===== config.mk =====
export PLATFORM = sky130hd
export DESIGN_NAME = my_cpu
export DESIGN_NICKNAME = d
export VERILOG_FILES = /design/src/design/cpu_pkg.sv /design/src/design/decode_unit.sv /design/src/design/execute_unit.sv /design/src/design/fetch_unit.sv /design/src/design/hazard_control.sv /design/src/design/mem_wb_stage.sv /design/src/design/my_cpu.sv /design/src/design/reg_file.sv
export SDC_FILE = /design/constraint.sdc
export NUM_CORES = 2
export LEC_CHECK = 0
export BUFFER_PORTS_ARGS = -buffer_cell sky130_fd_sc_hd__buf_2
export CAP_MARGIN = 20
export CORE_MARGIN = 10
export CORE_UTILIZATION = 59
export DETAILED_ROUTE_END_ITERATION = 8
export GPL_ROUTABILITY_DRIVEN = 1
export PLACE_DENSITY = 0.76
export REMOVE_ABC_BUFFERS = 1
export SKIP_LAST_GASP = 1
export SLEW_MARGIN = 20
export SYNTH_ARGS = -nofsm -noshare
export SYNTH_HDL_FRONTEND = slang
export SYNTH_SLANG_ARGS = --single-unit

===== constraint.sdc =====
create_clock -name cpu_clk -period 10.8 [get_ports cpu_clk]
set_clock_uncertainty 0.1 [all_clocks]
set_input_delay 1.08 -clock cpu_clk [delete_from_list [all_inputs] [get_ports cpu_clk]]
set_output_delay 1.08 -clock cpu_clk [all_outputs]
set_load 0.005 [all_outputs]

===== src/design/cpu_pkg.sv =====
package cpu_pkg;

    typedef logic [31:0] word_t;
    typedef logic [4:0]  reg_idx_t;
    typedef logic [3:0]  alu_op_t;
    typedef logic [1:0]  fwd_sel_t;

    // alu operations.
    localparam alu_op_t alu_add    = 4'd0;
    localparam alu_op_t alu_sub    = 4'd1;
    localparam alu_op_t alu_sll    = 4'd2;
    localparam alu_op_t alu_slt    = 4'd3;
    localparam alu_op_t alu_sltu   = 4'd4;
    localparam alu_op_t alu_xor    = 4'd5;
    localparam alu_op_t alu_srl    = 4'd6;
    localparam alu_op_t alu_sra    = 4'd7;
    localparam alu_op_t alu_or     = 4'd8;
    localparam alu_op_t alu_and    = 4'd9;
    localparam alu_op_t alu_pass_b = 4'd10;  // lui.

    // operand source in execute.
    localparam fwd_sel_t fwd_none = 2'd0;
    localparam fwd_sel_t fwd_mem  = 2'd1;
    localparam fwd_sel_t fwd_wb   = 2'd2;

    // rv32i major opcodes.
    localparam logic [6:0] op_lui    = 7'b0110111;
    localparam logic [6:0] op_auipc  = 7'b0010111;
    localparam logic [6:0] op_jal    = 7'b1101111;
    localparam logic [6:0] op_jalr   = 7'b1100111;
    localparam logic [6:0] op_branch = 7'b1100011;
    localparam logic [6:0] op_load   = 7'b0000011;
    localparam logic [6:0] op_store  = 7'b0100011;
    localparam logic [6:0] op_imm    = 7'b0010011;
    localparam logic [6:0] op_reg    = 7'b0110011;

    localparam word_t nop_inst = 32'h0000_0013;  // addi x0, x0, 0.

endpackage


===== src/design/decode_unit.sv =====
`timescale 1ns/1ps

module decode_unit (
    input  logic              cpu_clk,
    input  logic              rst_n,
    input  logic              stall,
    input  logic              redirect,
    input  cpu_pkg::word_t    if_inst,
    input  cpu_pkg::word_t    if_pc,
    input  logic              if_valid,
    input  logic              wb_en,
    input  cpu_pkg::reg_idx_t wb_rd,
    input  cpu_pkg::word_t    wb_data,
    output cpu_pkg::reg_idx_t id_rs1,
    output cpu_pkg::reg_idx_t id_rs2,
    output cpu_pkg::word_t    ex_pc,
    output cpu_pkg::word_t    ex_rs1_data,
    output cpu_pkg::word_t    ex_rs2_data,
    output cpu_pkg::word_t    ex_imm,
    output cpu_pkg::reg_idx_t ex_rs1,
    output cpu_pkg::reg_idx_t ex_rs2,
    output cpu_pkg::reg_idx_t ex_rd,
    output cpu_pkg::alu_op_t  ex_alu_op,
    output logic              ex_use_imm,
    output logic              ex_use_pc,
    output logic              ex_is_branch,
    output logic              ex_is_jal,
    output logic              ex_is_jalr,
    output logic              ex_is_load,
    output logic              ex_is_store,
    output logic              ex_reg_wen,
    output logic [2:0]        ex_funct3,
    output logic              ex_valid
);

    cpu_pkg::word_t   rs1_data, rs2_data, imm;
    cpu_pkg::word_t   i_imm, s_imm, b_imm, u_imm, j_imm;
    cpu_pkg::alu_op_t alu_op;
    logic             use_imm, use_pc, is_branch, is_jal, is_jalr;
    logic             is_load, is_store, reg_wen;

    function automatic cpu_pkg::alu_op_t alu_sel(input logic [2:0] f3, input logic alt);
        case (f3)
            3'b000:  alu_sel = alt ? cpu_pkg::alu_sub : cpu_pkg::alu_add;
            3'b001:  alu_sel = cpu_pkg::alu_sll;
            3'b010:  alu_sel = cpu_pkg::alu_slt;
            3'b011:  alu_sel = cpu_pkg::alu_sltu;
            3'b100:  alu_sel = cpu_pkg::alu_xor;
            3'b101:  alu_sel = alt ? cpu_pkg::alu_sra : cpu_pkg::alu_srl;
            3'b110:  alu_sel = cpu_pkg::alu_or;
            default: alu_sel = cpu_pkg::alu_and;
        endcase
    endfunction

    assign id_rs1 = if_inst[19:15];
    assign id_rs2 = if_inst[24:20];

    assign i_imm = {{20{if_inst[31]}}, if_inst[31:20]};
    assign s_imm = {{20{if_inst[31]}}, if_inst[31:25], if_inst[11:7]};
    assign b_imm = {{19{if_inst[31]}}, if_inst[31], if_inst[7], if_inst[30:25],
                    if_inst[11:8], 1'b0};
    assign u_imm = {if_inst[31:12], 12'h000};
    assign j_imm = {{11{if_inst[31]}}, if_inst[31], if_inst[19:12], if_inst[20],
                    if_inst[30:21], 1'b0};

    always_comb begin
        alu_op    = cpu_pkg::alu_add;
        imm       = i_imm;
        use_imm   = 1'b0;
        use_pc    = 1'b0;
        is_branch = 1'b0;
        is_jal    = 1'b0;
        is_jalr   = 1'b0;
        is_load   = 1'b0;
        is_store  = 1'b0;
        reg_wen   = 1'b0;
        case (if_inst[6:0])
            cpu_pkg::op_lui: begin
                alu_op  = cpu_pkg::alu_pass_b;
                imm     = u_imm;
                use_imm = 1'b1;
                reg_wen = 1'b1;
            end
            cpu_pkg::op_auipc: begin
                imm     = u_imm;
                use_imm = 1'b1;
                use_pc  = 1'b1;
                reg_wen = 1'b1;
            end
            cpu_pkg::op_jal: begin
                imm     = j_imm;
                is_jal  = 1'b1;
                reg_wen = 1'b1;
            end
            cpu_pkg::op_jalr: begin
                is_jalr = 1'b1;
                reg_wen = 1'b1;
            end
            cpu_pkg::op_branch: begin
                imm       = b_imm;
                is_branch = 1'b1;
            end
            cpu_pkg::op_load: begin
                use_imm = 1'b1;
                is_load = 1'b1;
                reg_wen = 1'b1;
            end
            cpu_pkg::op_store: begin
                imm      = s_imm;
                use_imm  = 1'b1;
                is_store = 1'b1;
            end
            cpu_pkg::op_imm: begin
                // only srai uses bit 30 in immediate form.
                alu_op  = alu_sel(if_inst[14:12], if_inst[30] && if_inst[14:12] == 3'b101);
                use_imm = 1'b1;
                reg_wen = 1'b1;
            end
            cpu_pkg::op_reg: begin
                alu_op  = alu_sel(if_inst[14:12], if_inst[30]);
                reg_wen = 1'b1;
            end
            default: ;
        endcase
    end

    reg_file u_regs (
        .cpu_clk  (cpu_clk),
        .rs1      (id_rs1),
        .rs2      (id_rs2),
        .wb_en    (wb_en),
        .wb_rd    (wb_rd),
        .wb_data  (wb_data),
        .rs1_data (rs1_data),
        .rs2_data (rs2_data)
    );

    always_ff @(posedge cpu_clk) begin
        if (!rst_n)
            ex_valid <= 1'b0;
        else
            ex_valid <= if_valid && !stall && !redirect;  // bubble or flush.
    end

    always_ff @(posedge cpu_clk) begin
        ex_pc        <= if_pc;
        ex_rs1_data  <= rs1_data;
        ex_rs2_data  <= rs2_data;
        ex_imm       <= imm;
        ex_rs1       <= id_rs1;
        ex_rs2       <= id_rs2;
        ex_rd        <= if_inst[11:7];
        ex_alu_op    <= alu_op;
        ex_use_imm   <= use_imm;
        ex_use_pc    <= use_pc;
        ex_is_branch <= is_branch;
        ex_is_jal    <= is_jal;
        ex_is_jalr   <= is_jalr;
        ex_is_load   <= is_load;
        ex_is_store  <= is_store;
        ex_reg_wen   <= reg_wen;
        ex_funct3    <= if_inst[14:12];
    end

endmodule


===== src/design/execute_unit.sv =====
`timescale 1ns/1ps

module execute_unit (
    input  logic              cpu_clk,
    input  logic              rst_n,
    input  cpu_pkg::word_t    ex_pc,
    input  cpu_pkg::word_t    ex_rs1_data,
    input  cpu_pkg::word_t    ex_rs2_data,
    input  cpu_pkg::word_t    ex_imm,
    input  cpu_pkg::reg_idx_t ex_rd,
    input  cpu_pkg::alu_op_t  ex_alu_op,
    input  logic              ex_use_imm,
    input  logic              ex_use_pc,
    input  logic              ex_is_branch,
    input  logic              ex_is_jal,
    input  logic              ex_is_jalr,
    input  logic              ex_is_load,
    input  logic              ex_is_store,
    input  logic              ex_reg_wen,
    input  logic [2:0]        ex_funct3,
    input  logic              ex_valid,
    input  cpu_pkg::fwd_sel_t fwd_a,
    input  cpu_pkg::fwd_sel_t fwd_b,
    input  cpu_pkg::word_t    mem_result,
    input  cpu_pkg::word_t    wb_data,
    output logic              redirect,
    output cpu_pkg::word_t    redirect_pc,
    output cpu_pkg::word_t    mem_alu_result,
    output cpu_pkg::word_t    mem_store_data,
    output cpu_pkg::reg_idx_t mem_rd,
    output logic              mem_is_load,
    output logic              mem_is_store,
    output logic              mem_reg_wen,
    output cpu_pkg::word_t    mem_link,
    output logic              mem_is_link,
    output logic              mem_valid
);

    cpu_pkg::word_t rs1_val, rs2_val, op_a, op_b, alu_res;
    logic           take;

    function automatic cpu_pkg::word_t pick(input cpu_pkg::fwd_sel_t sel,
                                            input cpu_pkg::word_t    reg_val);
        case (sel)
            cpu_pkg::fwd_mem: pick = mem_result;
            cpu_pkg::fwd_wb:  pick = wb_data;
            default:          pick = reg_val;
        endcase
    endfunction

    always_comb begin
        rs1_val = pick(fwd_a, ex_rs1_data);
        rs2_val = pick(fwd_b, ex_rs2_data);
    end

    assign op_a    = ex_use_pc  ? ex_pc  : rs1_val;
    assign op_b    = ex_use_imm ? ex_imm : rs2_val;

    always_comb begin
        case (ex_alu_op)
            cpu_pkg::alu_sub:    alu_res = op_a - op_b;
            cpu_pkg::alu_sll:    alu_res = op_a << op_b[4:0];
            cpu_pkg::alu_slt:    alu_res = {31'h0, $signed(op_a) < $signed(op_b)};
            cpu_pkg::alu_sltu:   alu_res = {31'h0, op_a < op_b};
            cpu_pkg::alu_xor:    alu_res = op_a ^ op_b;
            cpu_pkg::alu_srl:    alu_res = op_a >> op_b[4:0];
            cpu_pkg::alu_sra:    alu_res = $signed(op_a) >>> op_b[4:0];
            cpu_pkg::alu_or:     alu_res = op_a | op_b;
            cpu_pkg::alu_and:    alu_res = op_a & op_b;
            cpu_pkg::alu_pass_b: alu_res = op_b;
            default:             alu_res = op_a + op_b;
        endcase
    end

    always_comb begin
        case (ex_funct3)
            3'b000:  take = rs1_val == rs2_val;
            3'b001:  take = rs1_val != rs2_val;
            3'b100:  take = $signed(rs1_val) < $signed(rs2_val);
            3'b101:  take = $signed(rs1_val) >= $signed(rs2_val);
            3'b110:  take = rs1_val < rs2_val;
            3'b111:  take = rs1_val >= rs2_val;
            default: take = 1'b0;
        endcase
    end

    assign redirect    = ex_valid && ((ex_is_branch && take) || ex_is_jal || ex_is_jalr);
    assign redirect_pc = ex_is_jalr ? ((rs1_val + ex_imm) & ~32'h1) : ex_pc + ex_imm;

    always_ff @(posedge cpu_clk) begin
        if (!rst_n)
            mem_valid <= 1'b0;
        else
            mem_valid <= ex_valid;
    end

    always_ff @(posedge cpu_clk) begin
        mem_alu_result <= alu_res;
        mem_store_data <= rs2_val;
        mem_rd         <= ex_rd;
        mem_is_load    <= ex_is_load;
        mem_is_store   <= ex_is_store;
        mem_reg_wen    <= ex_reg_wen;
        mem_link       <= ex_pc + 32'd4;  // return address.
        mem_is_link    <= ex_is_jal || ex_is_jalr;
    end

endmodule


===== src/design/fetch_unit.sv =====
`timescale 1ns/1ps

module fetch_unit #(
    parameter cpu_pkg::word_t RESET_PC = 32'h0
) (
    input  logic           cpu_clk,
    input  logic           rst_n,
    input  logic           stall,
    input  logic           redirect,
    input  cpu_pkg::word_t redirect_pc,
    input  cpu_pkg::word_t irom_data,
    output cpu_pkg::word_t irom_addr,
    output cpu_pkg::word_t if_inst,
    output cpu_pkg::word_t if_pc,
    output logic           if_valid
);

    cpu_pkg::word_t pc;

    assign irom_addr = pc;

    always_ff @(posedge cpu_clk) begin
        if (!rst_n) begin
            pc       <= RESET_PC;
            if_valid <= 1'b0;
        end else if (redirect) begin
            pc       <= redirect_pc;
            if_valid <= 1'b0;  // wrong-path fetch dropped.
        end else if (!stall) begin
            pc       <= pc + 32'd4;
            if_valid <= 1'b1;
        end
    end

    always_ff @(posedge cpu_clk) begin
        if (redirect) begin
            if_inst <= cpu_pkg::nop_inst;
        end else if (!stall) begin
            if_inst <= irom_data;
            if_pc   <= pc;
        end
    end

endmodule


===== src/design/hazard_control.sv =====
`timescale 1ns/1ps

module hazard_control (
    input  cpu_pkg::reg_idx_t id_rs1,
    input  cpu_pkg::reg_idx_t id_rs2,
    input  cpu_pkg::reg_idx_t ex_rs1,
    input  cpu_pkg::reg_idx_t ex_rs2,
    input  cpu_pkg::reg_idx_t ex_rd,
    input  logic              ex_is_load,
    input  logic              ex_valid,
    input  cpu_pkg::reg_idx_t mem_rd,
    input  logic              mem_reg_wen,
    input  logic              mem_valid,
    input  cpu_pkg::reg_idx_t wb_rd,
    input  logic              wb_en,
    output logic              stall,
    output cpu_pkg::fwd_sel_t fwd_a,
    output cpu_pkg::fwd_sel_t fwd_b
);

    // youngest producer wins.
    function automatic cpu_pkg::fwd_sel_t src(input cpu_pkg::reg_idx_t rs);
        if (rs == 5'd0)
            src = cpu_pkg::fwd_none;
        else if (mem_valid && mem_reg_wen && mem_rd == rs)
            src = cpu_pkg::fwd_mem;
        else if (wb_en && wb_rd == rs)
            src = cpu_pkg::fwd_wb;
        else
            src = cpu_pkg::fwd_none;
    endfunction

    // load data is not ready until write-back.
    assign stall = ex_valid && ex_is_load && ex_rd != 5'd0 &&
                   (ex_rd == id_rs1 || ex_rd == id_rs2);

    always_comb begin
        fwd_a = src(ex_rs1);
        fwd_b = src(ex_rs2);
    end

endmodule


===== src/design/mem_wb_stage.sv =====
`timescale 1ns/1ps

module mem_wb_stage (
    input  logic              cpu_clk,
    input  logic              rst_n,
    input  cpu_pkg::word_t    mem_alu_result,
    input  cpu_pkg::word_t    mem_store_data,
    input  cpu_pkg::reg_idx_t mem_rd,
    input  logic              mem_is_load,
    input  logic              mem_is_store,
    input  logic              mem_reg_wen,
    input  cpu_pkg::word_t    mem_link,
    input  logic              mem_is_link,
    input  logic              mem_valid,
    input  cpu_pkg::word_t    perip_rdata,
    output cpu_pkg::word_t    perip_addr,
    output logic              perip_wen,
    output cpu_pkg::word_t    perip_wdata,
    output cpu_pkg::word_t    mem_result,
    output logic              wb_en,
    output cpu_pkg::reg_idx_t wb_rd,
    output cpu_pkg::word_t    wb_data
);

    assign perip_addr  = mem_alu_result;
    assign perip_wdata = mem_store_data;
    assign perip_wen   = mem_valid && mem_is_store;

    // forwarded value is never a load.
    assign mem_result = mem_is_link ? mem_link : mem_alu_result;

    always_ff @(posedge cpu_clk) begin
        if (!rst_n)
            wb_en <= 1'b0;
        else
            wb_en <= mem_valid && mem_reg_wen;
    end

    always_ff @(posedge cpu_clk) begin
        wb_rd   <= mem_rd;
        wb_data <= mem_is_load ? perip_rdata : mem_result;
    end

endmodule


===== src/design/my_cpu.sv =====
`timescale 1ns/1ps

module my_cpu #(
    parameter cpu_pkg::word_t RESET_PC = 32'h0
) (
    input  logic           cpu_clk,
    input  logic           rst_n,
    output cpu_pkg::word_t irom_addr,
    input  cpu_pkg::word_t irom_data,
    output cpu_pkg::word_t perip_addr,
    output logic           perip_wen,
    output cpu_pkg::word_t perip_wdata,
    input  cpu_pkg::word_t perip_rdata
);

    logic              stall, redirect;
    cpu_pkg::word_t    redirect_pc;
    cpu_pkg::word_t    if_inst, if_pc;
    logic              if_valid;
    cpu_pkg::reg_idx_t id_rs1, id_rs2;
    cpu_pkg::word_t    ex_pc, ex_rs1_data, ex_rs2_data, ex_imm;
    cpu_pkg::reg_idx_t ex_rs1, ex_rs2, ex_rd;
    cpu_pkg::alu_op_t  ex_alu_op;
    logic              ex_use_imm, ex_use_pc, ex_is_branch, ex_is_jal, ex_is_jalr;
    logic              ex_is_load, ex_is_store, ex_reg_wen, ex_valid;
    logic [2:0]        ex_funct3;
    cpu_pkg::fwd_sel_t fwd_a, fwd_b;
    cpu_pkg::word_t    mem_alu_result, mem_store_data, mem_link, mem_result;
    cpu_pkg::reg_idx_t mem_rd;
    logic              mem_is_load, mem_is_store, mem_reg_wen, mem_is_link, mem_valid;
    logic              wb_en;
    cpu_pkg::reg_idx_t wb_rd;
    cpu_pkg::word_t    wb_data;

    fetch_unit #(.RESET_PC(RESET_PC)) u_fetch (
        .cpu_clk     (cpu_clk),
        .rst_n       (rst_n),
        .stall       (stall),
        .redirect    (redirect),
        .redirect_pc (redirect_pc),
        .irom_data   (irom_data),
        .irom_addr   (irom_addr),
        .if_inst     (if_inst),
        .if_pc       (if_pc),
        .if_valid    (if_valid)
    );

    decode_unit u_decode (
        .cpu_clk      (cpu_clk),
        .rst_n        (rst_n),
        .stall        (stall),
        .redirect     (redirect),
        .if_inst      (if_inst),
        .if_pc        (if_pc),
        .if_valid     (if_valid),
        .wb_en        (wb_en),
        .wb_rd        (wb_rd),
        .wb_data      (wb_data),
        .id_rs1       (id_rs1),
        .id_rs2       (id_rs2),
        .ex_pc        (ex_pc),
        .ex_rs1_data  (ex_rs1_data),
        .ex_rs2_data  (ex_rs2_data),
        .ex_imm       (ex_imm),
        .ex_rs1       (ex_rs1),
        .ex_rs2       (ex_rs2),
        .ex_rd        (ex_rd),
        .ex_alu_op    (ex_alu_op),
        .ex_use_imm   (ex_use_imm),
        .ex_use_pc    (ex_use_pc),
        .ex_is_branch (ex_is_branch),
        .ex_is_jal    (ex_is_jal),
        .ex_is_jalr   (ex_is_jalr),
        .ex_is_load   (ex_is_load),
        .ex_is_store  (ex_is_store),
        .ex_reg_wen   (ex_reg_wen),
        .ex_funct3    (ex_funct3),
        .ex_valid     (ex_valid)
    );

    execute_unit u_execute (
        .cpu_clk        (cpu_clk),
        .rst_n          (rst_n),
        .ex_pc          (ex_pc),
        .ex_rs1_data    (ex_rs1_data),
        .ex_rs2_data    (ex_rs2_data),
        .ex_imm         (ex_imm),
        .ex_rd          (ex_rd),
        .ex_alu_op      (ex_alu_op),
        .ex_use_imm     (ex_use_imm),
        .ex_use_pc      (ex_use_pc),
        .ex_is_branch   (ex_is_branch),
        .ex_is_jal      (ex_is_jal),
        .ex_is_jalr     (ex_is_jalr),
        .ex_is_load     (ex_is_load),
        .ex_is_store    (ex_is_store),
        .ex_reg_wen     (ex_reg_wen),
        .ex_funct3      (ex_funct3),
        .ex_valid       (ex_valid),
        .fwd_a          (fwd_a),
        .fwd_b          (fwd_b),
        .mem_result     (mem_result),
        .wb_data        (wb_data),
        .redirect       (redirect),
        .redirect_pc    (redirect_pc),
        .mem_alu_result (mem_alu_result),
        .mem_store_data (mem_store_data),
        .mem_rd         (mem_rd),
        .mem_is_load    (mem_is_load),
        .mem_is_store   (mem_is_store),
        .mem_reg_wen    (mem_reg_wen),
        .mem_link       (mem_link),
        .mem_is_link    (mem_is_link),
        .mem_valid      (mem_valid)
    );

    mem_wb_stage u_mem_wb (
        .cpu_clk        (cpu_clk),
        .rst_n          (rst_n),
        .mem_alu_result (mem_alu_result),
        .mem_store_data (mem_store_data),
        .mem_rd         (mem_rd),
        .mem_is_load    (mem_is_load),
        .mem_is_store   (mem_is_store),
        .mem_reg_wen    (mem_reg_wen),
        .mem_link       (mem_link),
        .mem_is_link    (mem_is_link),
        .mem_valid      (mem_valid),
        .perip_rdata    (perip_rdata),
        .perip_addr     (perip_addr),
        .perip_wen      (perip_wen),
        .perip_wdata    (perip_wdata),
        .mem_result     (mem_result),
        .wb_en          (wb_en),
        .wb_rd          (wb_rd),
        .wb_data        (wb_data)
    );

    hazard_control u_hazard (
        .id_rs1      (id_rs1),
        .id_rs2      (id_rs2),
        .ex_rs1      (ex_rs1),
        .ex_rs2      (ex_rs2),
        .ex_rd       (ex_rd),
        .ex_is_load  (ex_is_load),
        .ex_valid    (ex_valid),
        .mem_rd      (mem_rd),
        .mem_reg_wen (mem_reg_wen),
        .mem_valid   (mem_valid),
        .wb_rd       (wb_rd),
        .wb_en       (wb_en),
        .stall       (stall),
        .fwd_a       (fwd_a),
        .fwd_b       (fwd_b)
    );

endmodule


===== src/design/reg_file.sv =====
`timescale 1ns/1ps

module reg_file (
    input  logic              cpu_clk,
    input  cpu_pkg::reg_idx_t rs1,
    input  cpu_pkg::reg_idx_t rs2,
    input  logic              wb_en,
    input  cpu_pkg::reg_idx_t wb_rd,
    input  cpu_pkg::word_t    wb_data,
    output cpu_pkg::word_t    rs1_data,
    output cpu_pkg::word_t    rs2_data
);

    cpu_pkg::word_t regs [1:31];  // x0 is not stored.

    always_ff @(posedge cpu_clk) begin
        if (wb_en && wb_rd != 5'd0)
            regs[wb_rd] <= wb_data;
    end

    // same-cycle write bypasses the array.
    assign rs1_data = (rs1 == 5'd0)                ? 32'h0   :
                      (wb_en && wb_rd == rs1)       ? wb_data : regs[rs1];
    assign rs2_data = (rs2 == 5'd0)                ? 32'h0   :
                      (wb_en && wb_rd == rs2)       ? wb_data : regs[rs2];

endmodule


==> impl_metrics.csv <==
group,metric,value,unit
floorplan,dieHeight,374,um
clocking,clock_insertion_delay_worst_skew,0.81,ns
hold_path,min_path_type,"reg2reg",
place,placement.cell_area,77000,um^2
sta,max_freq,132,MHz
clocking,ctsHtreeMaxLevel,4,
sta,tightest_slew,1.31,ns
clocking,clk_transition_reported_paths,0.06,ns
global_route,grt_pass1_wl,402000,um
hold_path,hold_path_depth,0,
clocking,cts_buffers,145,
clocking,clock_tree_from_tritoncts,"built",
clocking,cts.sink_count,1392,
critical_path,timing.rr.start,"u_mem_wb.wb_rd[3]",
power,finalPower,15.2,mW
critical_path,worstSetupStartpointType,"flip-flop",
synth,yosys_register_bits,1392,
floorplan,std_cell_rows,129,
sta,timing.final.setup_violations,0,
layout,final_standard_cell_utilization_of_the_core,0.660,
critical_path,count_of_buffering_cells_on_the_critical_path_with_inverters_included,3,
floorplan,fp.dieArea,140000,um^2
critical_path,path_max_fanout,64,
sta,finalMaxSlewViolations,0,
global_route,grt_start_max_net_pins,94,
synth,synth.largest_area_cell,"sky130_fd_sc_hd__edfxtp_1",
layout,multiInputGateArea,33900,um^2
run,max-cap-violations,0,
synth,yosysUniqueCellTypes,93,
clocking,cts_stage_hold_buffer_count,0,
hold_path,timing.hold.worst.start,"u_fetch.if_pc[6]",
critical_path,cpPeakStageDelay,0.60,ns
route,detail_route.wirelength,285000,um
floorplan,core_area,124000,um^2
place,port-buffer-count,162,
critical_path,crit_slowest_cell,"sky130_fd_sc_hd__dfxtp_1",
synth,netlist_instances,5848,
route,drt.antenna.violating_nets,0,
layout,final.fill_count,8737,
place,gp_congestion,1.04,
critical_path,regToRegEndpoint,"u_execute.mem_alu_result[0]",
clocking,clk_path_buf_depth,3,
critical_path,worst-r2r-cell-count,24,
power,power_density,185,nW/um^2
floorplan,num_io_pins,163,
global_route,grt_remaining_overflow,0,
synth,ys_warn_count,0,
layout,max_flop_register,"u_decode.u_regs.regs",
layout,sequential_cell_area,38200,um^2
critical_path,timing.critical_path.max_delay_family,"compound AO/OA/AOI/OAI gates",
sta,hold_viol,0,
synth,syn-mean-instance-area,12.7,um^2
layout,nNetsFinal,6187,
sta,layout_setup_ws,3.24,ns
global_route,vias_in_the_first_global_route,55900,
synth,count_leader_synth,"sky130_fd_sc_hd__edfxtp_1",
critical_path,worst-r2r-setup-slack,3.24,ns
synth,seq_area_frac_synth,0.515,
critical_path,cells_along_the_critical_path,"xnor2_1 -> nand4_1 -> nor4_1 -> nand2_1 -> ha_2 -> buf_4 -> nor2b_1 -> nor2_1 -> a22oi_2 -> buf_4 -> inv_2 -> ha_1 -> fa_1 -> nor2b_1 -> o21a_1 -> o21ai_0 -> a21oi_1 -> a41oi_1 -> o31ai_1 -> a211oi_1 -> o41ai_1 -> nand3b_1 -> o211ai_1 -> a32oi_1",
route,drt_drc_violations_left,0,
critical_path,crit_type,"reg2reg",
sta,worst_hold_slack,0.222,ns
power,worst_ir_drop_vdd,0.186,mV
route,via_count,57600,
synth,netlist_area,74000,um^2
hold_path,timing.hold.worst_endpoint,"u_decode.ex_pc[6]",
clocking,clockRootBuffer,"sky130_fd_sc_hd__clkbuf_16",
critical_path,critical_path.endpoint_type,"flip-flop",
synth,synth_enable_flop_cells,1024,
clocking,cts_post_setup_buffers_inserted,0,
synth,postSynth.asyncResetShare,0,
critical_path,critPathRequiredTime,11.36,ns
critical_path,crit_arrival,8.12,ns
route,drtPass1Iterations,9,
power,leakagePower,29.5,nW
route,drt-vias-per-instance,7.49,
synth,post_synth_main_area_contributors,"sky130_fd_sc_hd__edfxtp_1 42%, sky130_fd_sc_hd__mux4_2 14%, sky130_fd_sc_hd__dfxtp_1 10%",
run_status,run_status,"finished clean",
place,place_hpwl,186000,um
layout,post_route_cells_drive_above_1_share,0.213,
floorplan,start_util,0.596,
floorplan,floorplan.die.width,374,um
synth,synth_commonest_cells,"1024 x sky130_fd_sc_hd__edfxtp_1, 459 x sky130_fd_sc_hd__a21oi_1, 457 x sky130_fd_sc_hd__mux4_2, 438 x sky130_fd_sc_hd__nor2_1, 368 x sky130_fd_sc_hd__dfxtp_1",
sta,final_min_period_over_clock_period,0.700,
layout,final_instance_area,81900,um^2
layout,largest_register_ff_count,992,
sta,final_period_minus_worst_setup_slack,7.56,ns
place,place_ws,3.48,ns
synth,yosys_most_used_dff,"sky130_fd_sc_hd__edfxtp_1",
sta,grt_setup_unrepaired,"false",
route,wl_per_cell,37.1,um
synth,synth_top_area_share,0.416,
sta,slew_headroom,0.119,
global_route,overall_routing_resource_usage,0.396,
global_route,grt_antenna_before_repair,16,
route,initialDrtViolationCount,9969,
clocking,cts_resized,0,
layout,area.growth.synth_to_final,10.7,%
[how the worst max path moves through the flow]
stage	from	end	slack (ns)	cells past startpoint
CTS	u_mem_wb.wb_rd[3]	u_execute.mem_alu_result[0]	3.44	24
finish	u_mem_wb.wb_rd[3]	u_execute.mem_alu_result[0]	3.24	24
global route	u_mem_wb.wb_rd[4]	u_execute.mem_alu_result[0]	2.72	24
global placement	u_mem_wb.wb_rd[4]	u_execute.mem_alu_result[0]	3.56	24
floorplan	u_fetch.if_inst[20]	u_decode.ex_rs2_data[0]	-5.43	6
detailed placement	u_mem_wb.wb_rd[3]	u_execute.mem_alu_result[0]	3.48	24
[cell families after synthesis]
kind of cell,after synthesis,share of synthesized area
adder cells (fa/ha/maj),198,0.0339
AND/OR/NAND/NOR,1218,0.0756
AO/OA/AOI/OAI,1408,0.125
multiplexers,902,0.202
flip-flops,1392,0.515
XOR/XNOR,149,0.0176
buffers and inverters,581,0.0312
[report_power, final]
part	leakage (nW)	switching, mW	total (mW)	internal, mW
registers	12.4	0.494	6.91	6.42
logic	14.7	2.15	3.16	1.01
clock network	2.35	2.21	5.13	2.92
total	29.5	4.85	15.2	10.3
[metal layers]
| layer | share of wire | up-vias | GRT usage | routed length, um |
|---|---|---|---|---|
| li1 | - | 23100 | - | - |
| met1 | 0.37 | 28300 | 0.538 | 105000 |
| met2 | 0.41 | 5197 | 0.548 | 117000 |
| met3 | 0.16 | 994 | 0.155 | 45500 |
| met4 | 0.062 | 18 | 0.206 | 17800 |
| met5 | 0.00055 | - | 0 | 156 |
[worst reg2reg max path: stages, from the launching register on]
cell,delay (ns)
sky130_fd_sc_hd__dfxtp_1,0.60
sky130_fd_sc_hd__xnor2_1,0.18
sky130_fd_sc_hd__nand4_1,0.10
sky130_fd_sc_hd__nor4_1,0.25
sky130_fd_sc_hd__nand2_1,0.16
sky130_fd_sc_hd__ha_2,0.34
sky130_fd_sc_hd__buf_4,0.51
sky130_fd_sc_hd__nor2b_1,0.27
sky130_fd_sc_hd__nor2_1,0.06
sky130_fd_sc_hd__a22oi_2,0.18
sky130_fd_sc_hd__buf_4,0.45
sky130_fd_sc_hd__inv_2,0.37
sky130_fd_sc_hd__ha_1,0.35
sky130_fd_sc_hd__fa_1,0.47
sky130_fd_sc_hd__nor2b_1,0.16
sky130_fd_sc_hd__o21a_1,0.17
sky130_fd_sc_hd__o21ai_0,0.12
sky130_fd_sc_hd__a21oi_1,0.38
sky130_fd_sc_hd__a41oi_1,0.34
sky130_fd_sc_hd__o31ai_1,0.60
sky130_fd_sc_hd__a211oi_1,0.28
sky130_fd_sc_hd__o41ai_1,0.59
sky130_fd_sc_hd__nand3b_1,0.15
sky130_fd_sc_hd__o211ai_1,0.12
sky130_fd_sc_hd__a32oi_1,0.13
[stage by stage]
| step | instances | TNS, ns |
|---|---|---|
| 4_1_cts | 7680 | 0 |
| 2_1_floorplan | 5428 | -647.30 |
| 6_report | 7689 | 0 |
| 5_1_grt | 7683 | 0 |
| 3_3_place_gp | 7410 | 0 |
| 3_5_place_dp | 7410 | 0 |
[cell usage in the layout (no fill, tap or decap), types with 34 or more instances in the layout]
| cell | Yosys | final |
|---|---|---|
| sky130_fd_sc_hd__edfxtp_1 | 1024 | 1024 |
| sky130_fd_sc_hd__a21oi_1 | 459 | 457 |
| sky130_fd_sc_hd__mux4_2 | 457 | 457 |
| sky130_fd_sc_hd__nor2_1 | 438 | 405 |
| sky130_fd_sc_hd__dfxtp_1 | 368 | 342 |
| sky130_fd_sc_hd__mux2i_1 | 297 | 297 |
| sky130_fd_sc_hd__nand2_1 | 292 | 290 |
| sky130_fd_sc_hd__o21ai_0 | 244 | 242 |
| sky130_fd_sc_hd__ha_1 | 194 | 193 |
| sky130_fd_sc_hd__buf_4 | 7 | 178 |
| sky130_fd_sc_hd__buf_2 | 48 | 162 |
| sky130_fd_sc_hd__inv_1 | 159 | 155 |
| sky130_fd_sc_hd__clkbuf_16 | 0 | 148 |
| sky130_fd_sc_hd__mux2_2 | 145 | 145 |
| sky130_fd_sc_hd__nor3_1 | 126 | 121 |
| sky130_fd_sc_hd__a221oi_1 | 100 | 100 |
| sky130_fd_sc_hd__xnor2_1 | 95 | 95 |
| sky130_fd_sc_hd__nand3_1 | 86 | 86 |
| sky130_fd_sc_hd__o221ai_1 | 65 | 65 |
| sky130_fd_sc_hd__a21o_1 | 62 | 62 |
| sky130_fd_sc_hd__nor2b_1 | 61 | 59 |
| sky130_fd_sc_hd__a211oi_1 | 57 | 57 |
| sky130_fd_sc_hd__xor2_1 | 54 | 54 |
| sky130_fd_sc_hd__a22oi_1 | 49 | 48 |
| sky130_fd_sc_hd__o211ai_1 | 43 | 43 |
| sky130_fd_sc_hd__a31oi_1 | 41 | 41 |
| sky130_fd_sc_hd__and2_1 | 37 | 37 |
| sky130_fd_sc_hd__nand4_1 | 35 | 35 |
| sky130_fd_sc_hd__and3_1 | 34 | 34 |
| sky130_fd_sc_hd__clkbuf_1 | 271 | 34 |
[area by class of cell]
class / instances / area share
diodes: 6 / 0.000183
inverters: 161 / 0.00738
clock inverters: 79 / 0.0111
well taps: 1637 / 0.0250
multi-input cells: 3875 / 0.414
repair buffers: 348 / 0.0280
clock buffers: 191 / 0.0482
flip-flops and latches: 1392 / 0.466
Note: power is estimated with default switching activity, not from simulation.
